[config.mk]
export PLATFORM = sky130hd
export DESIGN_NAME = input_loader
export DESIGN_NICKNAME = d
export VERILOG_FILES = /design/src/rtl/nn_pkg.sv /design/src/rtl/input_loader.sv
export SDC_FILE = /design/constraint.sdc
export NUM_CORES = 1
export LEC_CHECK = 0
export BUFFER_PORTS_ARGS = -buffer_cell sky130_fd_sc_hd__buf_2
export CAP_MARGIN = 10
export CORE_MARGIN = 8
export CORE_UTILIZATION = 56
export CTS_CLUSTER_DIAMETER = 200
export DETAILED_ROUTE_END_ITERATION = 6
export GPL_TIMING_DRIVEN = 1
export PLACE_DENSITY = 0.81
export SLEW_MARGIN = 20
export SYNTH_ARGS = -nofsm -noshare
export SYNTH_HDL_FRONTEND = slang
export SYNTH_SLANG_ARGS = --single-unit
[constraint.sdc]
create_clock -name clk -period 4.5 [get_ports clk]
set_input_delay 0.45 -clock clk [delete_from_list [all_inputs] [get_ports clk]]
set_output_delay 0.45 -clock clk [all_outputs]
set_load 0.01 [all_outputs]
[src/rtl/nn_pkg.sv]
`default_nettype none

package nn_pkg;

	// ========================================
	// fixed-point format
	// ========================================

	// one word per activation or weight
	localparam int DATA_W    = 16;
	// Q8.8
	localparam int FRAC_BITS = 8;

	// ========================================
	// network sizes
	// ========================================

	localparam int N_IN  = 4;
	localparam int N_HID = 3;
	localparam int N_OUT = 1;

	// word counter in the loader
	localparam int CNT_W = $clog2(N_IN);

	// ========================================
	// element types
	// ========================================

	typedef logic signed [DATA_W-1:0]   data_t;
	// full product before scaling back
	typedef logic signed [2*DATA_W-1:0] prod_t;

	// ========================================
	// arithmetic
	// ========================================

	// full product, arithmetic shift by FRAC_BITS, low DATA_W bits kept
	function automatic data_t fx_mul(input data_t a, input data_t b);
		prod_t p;
		p = prod_t'(a) * prod_t'(b);
		return data_t'(p >>> FRAC_BITS);
	endfunction

	// plain two's-complement wrap, no saturation
	function automatic data_t fx_add(input data_t a, input data_t b);
		return a + b;
	endfunction

	// negative clamps to zero
	function automatic data_t fx_relu(input data_t s);
		return s[DATA_W-1] ? data_t'(0) : s;
	endfunction

endpackage

`default_nettype wire

[src/rtl/input_loader.sv]
`timescale 1ns/10ps
`default_nettype none

module input_loader (
	input  logic          clk,
	input  logic          rst_n,
	// serial data-point words
	input  logic          in_valid,
	input  nn_pkg::data_t word,
	// one full point
	output logic          x_valid,
	output nn_pkg::data_t x [nn_pkg::N_IN]
);
	import nn_pkg::*;

	// words of the point still being collected
	data_t            sh [N_IN];
	logic [CNT_W-1:0] cnt;
	logic             last_word;

	assign last_word = in_valid && (cnt == CNT_W'(N_IN - 1));

	// ========================================
	// word counter and point strobe
	// ========================================

	always_ff @(posedge clk or negedge rst_n) begin
		if (!rst_n) begin
			cnt     <= '0;
			x_valid <= 1'b0;
		end else begin
			x_valid <= last_word;
			// gaps between words just hold the count
			if (last_word)
				cnt <= '0;
			else if (in_valid)
				cnt <= cnt + 1'b1;
		end
	end

	// ========================================
	// shift in with the newest at the top
	// ========================================

	// first word ends up in element 0
	always_ff @(posedge clk) begin
		if (in_valid) begin
			sh[N_IN-1] <= word;
			for (int i = 0; i < N_IN - 1; i++)
				sh[i] <= sh[i+1];
		end
	end

	// x only moves when a point completes
	always_ff @(posedge clk) begin
		if (last_word) begin
			x[N_IN-1] <= word;
			for (int i = 0; i < N_IN - 1; i++)
				x[i] <= sh[i+1];
		end
	end

	// counter wraps before reaching N_IN
	a_cnt_range: assert property (@(posedge clk) disable iff (!rst_n)
		cnt <= CNT_W'(N_IN - 1));

endmodule

`default_nettype wire

==> metrics.md <==
| Metric | Value |
|---|---|
| Die Y | 94.9 um |
| Peak VDD IR | 0.425 mV |
| IO buf count | 83 |
| Worst-margin pin slew | 904 ps |
| IO Pins | 84 |
| Worst skew pair latency | 490 ps |
| Critical path data required time | 4660 ps |
| Bufs on Longest Clock Path | 2 |
| Synth area leader | edfxtp_1 |
| Hold Path Sink | sh[0][60]$_DFFE_PP_ |
| Setup_tns | 0 ps |
| Initial Util | 58.2% |
| Highest Clock Rate | 0.446 GHz |
| RSZ-0062 raised after global routing | no |
| Reg-to-Reg End | x[59]$_DFFE_PP_ |
| Vias in the first global route | 1574 |
| Fraction of layout cells with a size suffix above 1 | 47.9% |
| Via/cell ratio | 4.77 |
| Yosys top cell area share | 96.4% |
| Total overflow reported by the global router | 0 |
| Status | finished clean |
| Rel. slew slack | 39.7% |
| Hold Crit Depth | 1 |
| Synth unique cells | 7 |
| Final Hold Fails | 0 |
| CTS buffer count | 17 |
| Antenna-violating nets left | 0 |
| Commonest non-fill, non-tap cell in the layout | edfxtp_1 |
| DRT Pass-1 Iters | 4 |
| Worst reg-to-reg path cell count | 3 |
| Maxcap violations | 0 |
| Post-Syn Area | 3490 sq um |
| Synth area leaders | edfxtp_1 96%, dfrtp_1 2.2%, mux2_4 0.43% |
| Most frequent cells in the layout | 112 x edfxtp_1, 83 x buf_2, 16 x clkbuf_16 |
| # DRC | 0 |
| Power Dens Cells | 625 nW/um^2 |
| Drt wl/cell | 18.3 um |
| GPL Wtd Cong | 0.675 |
| Fin. max-slew vios | 0 |
| CP max-delay cell | and2_2 |
| Vias | 1493 |
| Tot GR Track Use | 13.5% |
| FF+latch count, synth | 115 |
| Crit-path leading delay family | buffers and inverters |
| Crit start category | input pin |
| CTS tree | built |
| Initial DRC Count | 99 |
| Die footprint | 9010 sq um |
| Mean post-synth cell area | 29.1 sq um |
| # setup viols final | 0 |
| Part of the Yosys area used for sequential elements | 98.5% |
| Crit-path max FO | 52 |
| H-tree depth | 4 |
| FF-to-FF setup slack | 2420 ps |
| Syn nets | 140 |
| # nets final | 245 |
| Tot Pwr | 0.00290 W |
| Diodes inserted | 0 |
| Die X | 94.9 um |
| Critical Path Sink Type | flop |
| Root buffer cell | clkbuf_8 |
| P_leak | 1.77 nW |
| FF-to-FF Start | cnt[0]$_DFFE_PN0P_ |
| DPL Wire Length | 3.58 mm |
| Hold Worst Slack | 142 ps |
| Initial antenna violation count | 0 |
| HP Start | word[12] |
| Largest net degree at the start of global routing | 53 |
| P&R area growth vs syn | 32.7% |
| Tightest Hold Check Type | input pin to flop |
| Worst path bufs/invs | 3 |
| # rows | 28 |
| Total clock sinks | 115 |
| Fin crit period | 2240 ps |
| Mapped Cells | 120 |
| CP Class | input pin to flop |
| Most frequent CP cell | buf_4 |
| CP Data Arrival Time | 2400 ps |
| Critical Path Max Stage Delay | 880 ps |
| First-pass GRT wire length | 8.48 mm |
| Core area | 5990 sq um |
| Ys Warns | 0 |
| Resize count post-CTS | 0 |
| Critical-path cell list | buf_2 -> buf_4 -> and2_2 -> buf_4 |
| Routed wire length | 5.74 mm |
| Clock transition at path regs | 60 ps |
| Layout Skew | 9.36 ps |
| Fin crit share | 49.9% |
| Utilization after layout | 77.3% |
[sequential cells by signal (all words and copies together) (netlist names)]
name and count:
cnt 2, sh 48, x 64, x_valid 1
[cells in the mapped netlist]
| cell | count |
|---|---|
| mux2i_1 | 1 |
| and2_2 | 1 |
| mux2_4 | 1 |
| ha_1 | 1 |
| nand2b_1 | 1 |
| edfxtp_1 | 112 |
| dfrtp_1 | 3 |
[stage by stage]
step | setup slack (ps) | instances | cell area (sq um)
after global placement | 1770 | 280 | 4010
final | 2260 | 313 | 4630
after CTS | 2240 | 313 | 4630
after detailed placement | 1710 | 280 | 4010
after floorplan | 2750 | 120 | 3490
after global routing | 2070 | 313 | 4630
[cell type report]
type	instances	area [sq um]
fill	320	1360
clock buffer	17	414
multi-input combinational	5	51.3
clock inverter	15	194
timing repair buffer	86	440
sequential	115	3440
tap	75	93.8
[kinds of logic after synthesis]
| group | Yosys count | share of synthesized area, % |
|---|---|---|
| flops | 115 | 98.5 |
| simple gates | 2 | 0.395 |
| mux | 2 | 0.717 |
| fa+ha+maj | 1 | 0.358 |
[power breakdown]
group	leakage (nW)	switching (W)	internal [W]
Sequential	1.09	0.0000342	0.00132
Combinational	0.370	0.000119	0.0000650
Clock	0.302	0.000425	0.000938
[how the worst max path moves through the flow]
| stage | endpoint | cells after the start | from | slack (ps) |
|---|---|---|---|---|
| after CTS | x[60]$_DFFE_PP_ | 4 | in_valid | 2240 |
| after global routing | x[59]$_DFFE_PP_ | 4 | in_valid | 2070 |
| after floorplan | x[0]$_DFFE_PP_ | 2 | cnt[0]$_DFFE_PN0P_ | 2750 |
| after detailed placement | x[29]$_DFFE_PP_ | 4 | in_valid | 1710 |
| after global placement | x[13]$_DFFE_PP_ | 4 | in_valid | 1770 |
| final | x[59]$_DFFE_PP_ | 4 | in_valid | 2260 |
[metal layers]
metal	GRT usage [%]	vias to the layer above	routed length, um
met2	22.4	60	3090
met3	6.27	10	448
met4	8.84	0	95
met5	0	-	0
li1	-	698	-
met1	13.5	725	2110
[timing repair]
action,4_1_cts,5_1_grt
hold buffers,1,0
setup buffers,0,0
endpoints found under the hold margin,3,0
Power figures use the tool's default switching activity.
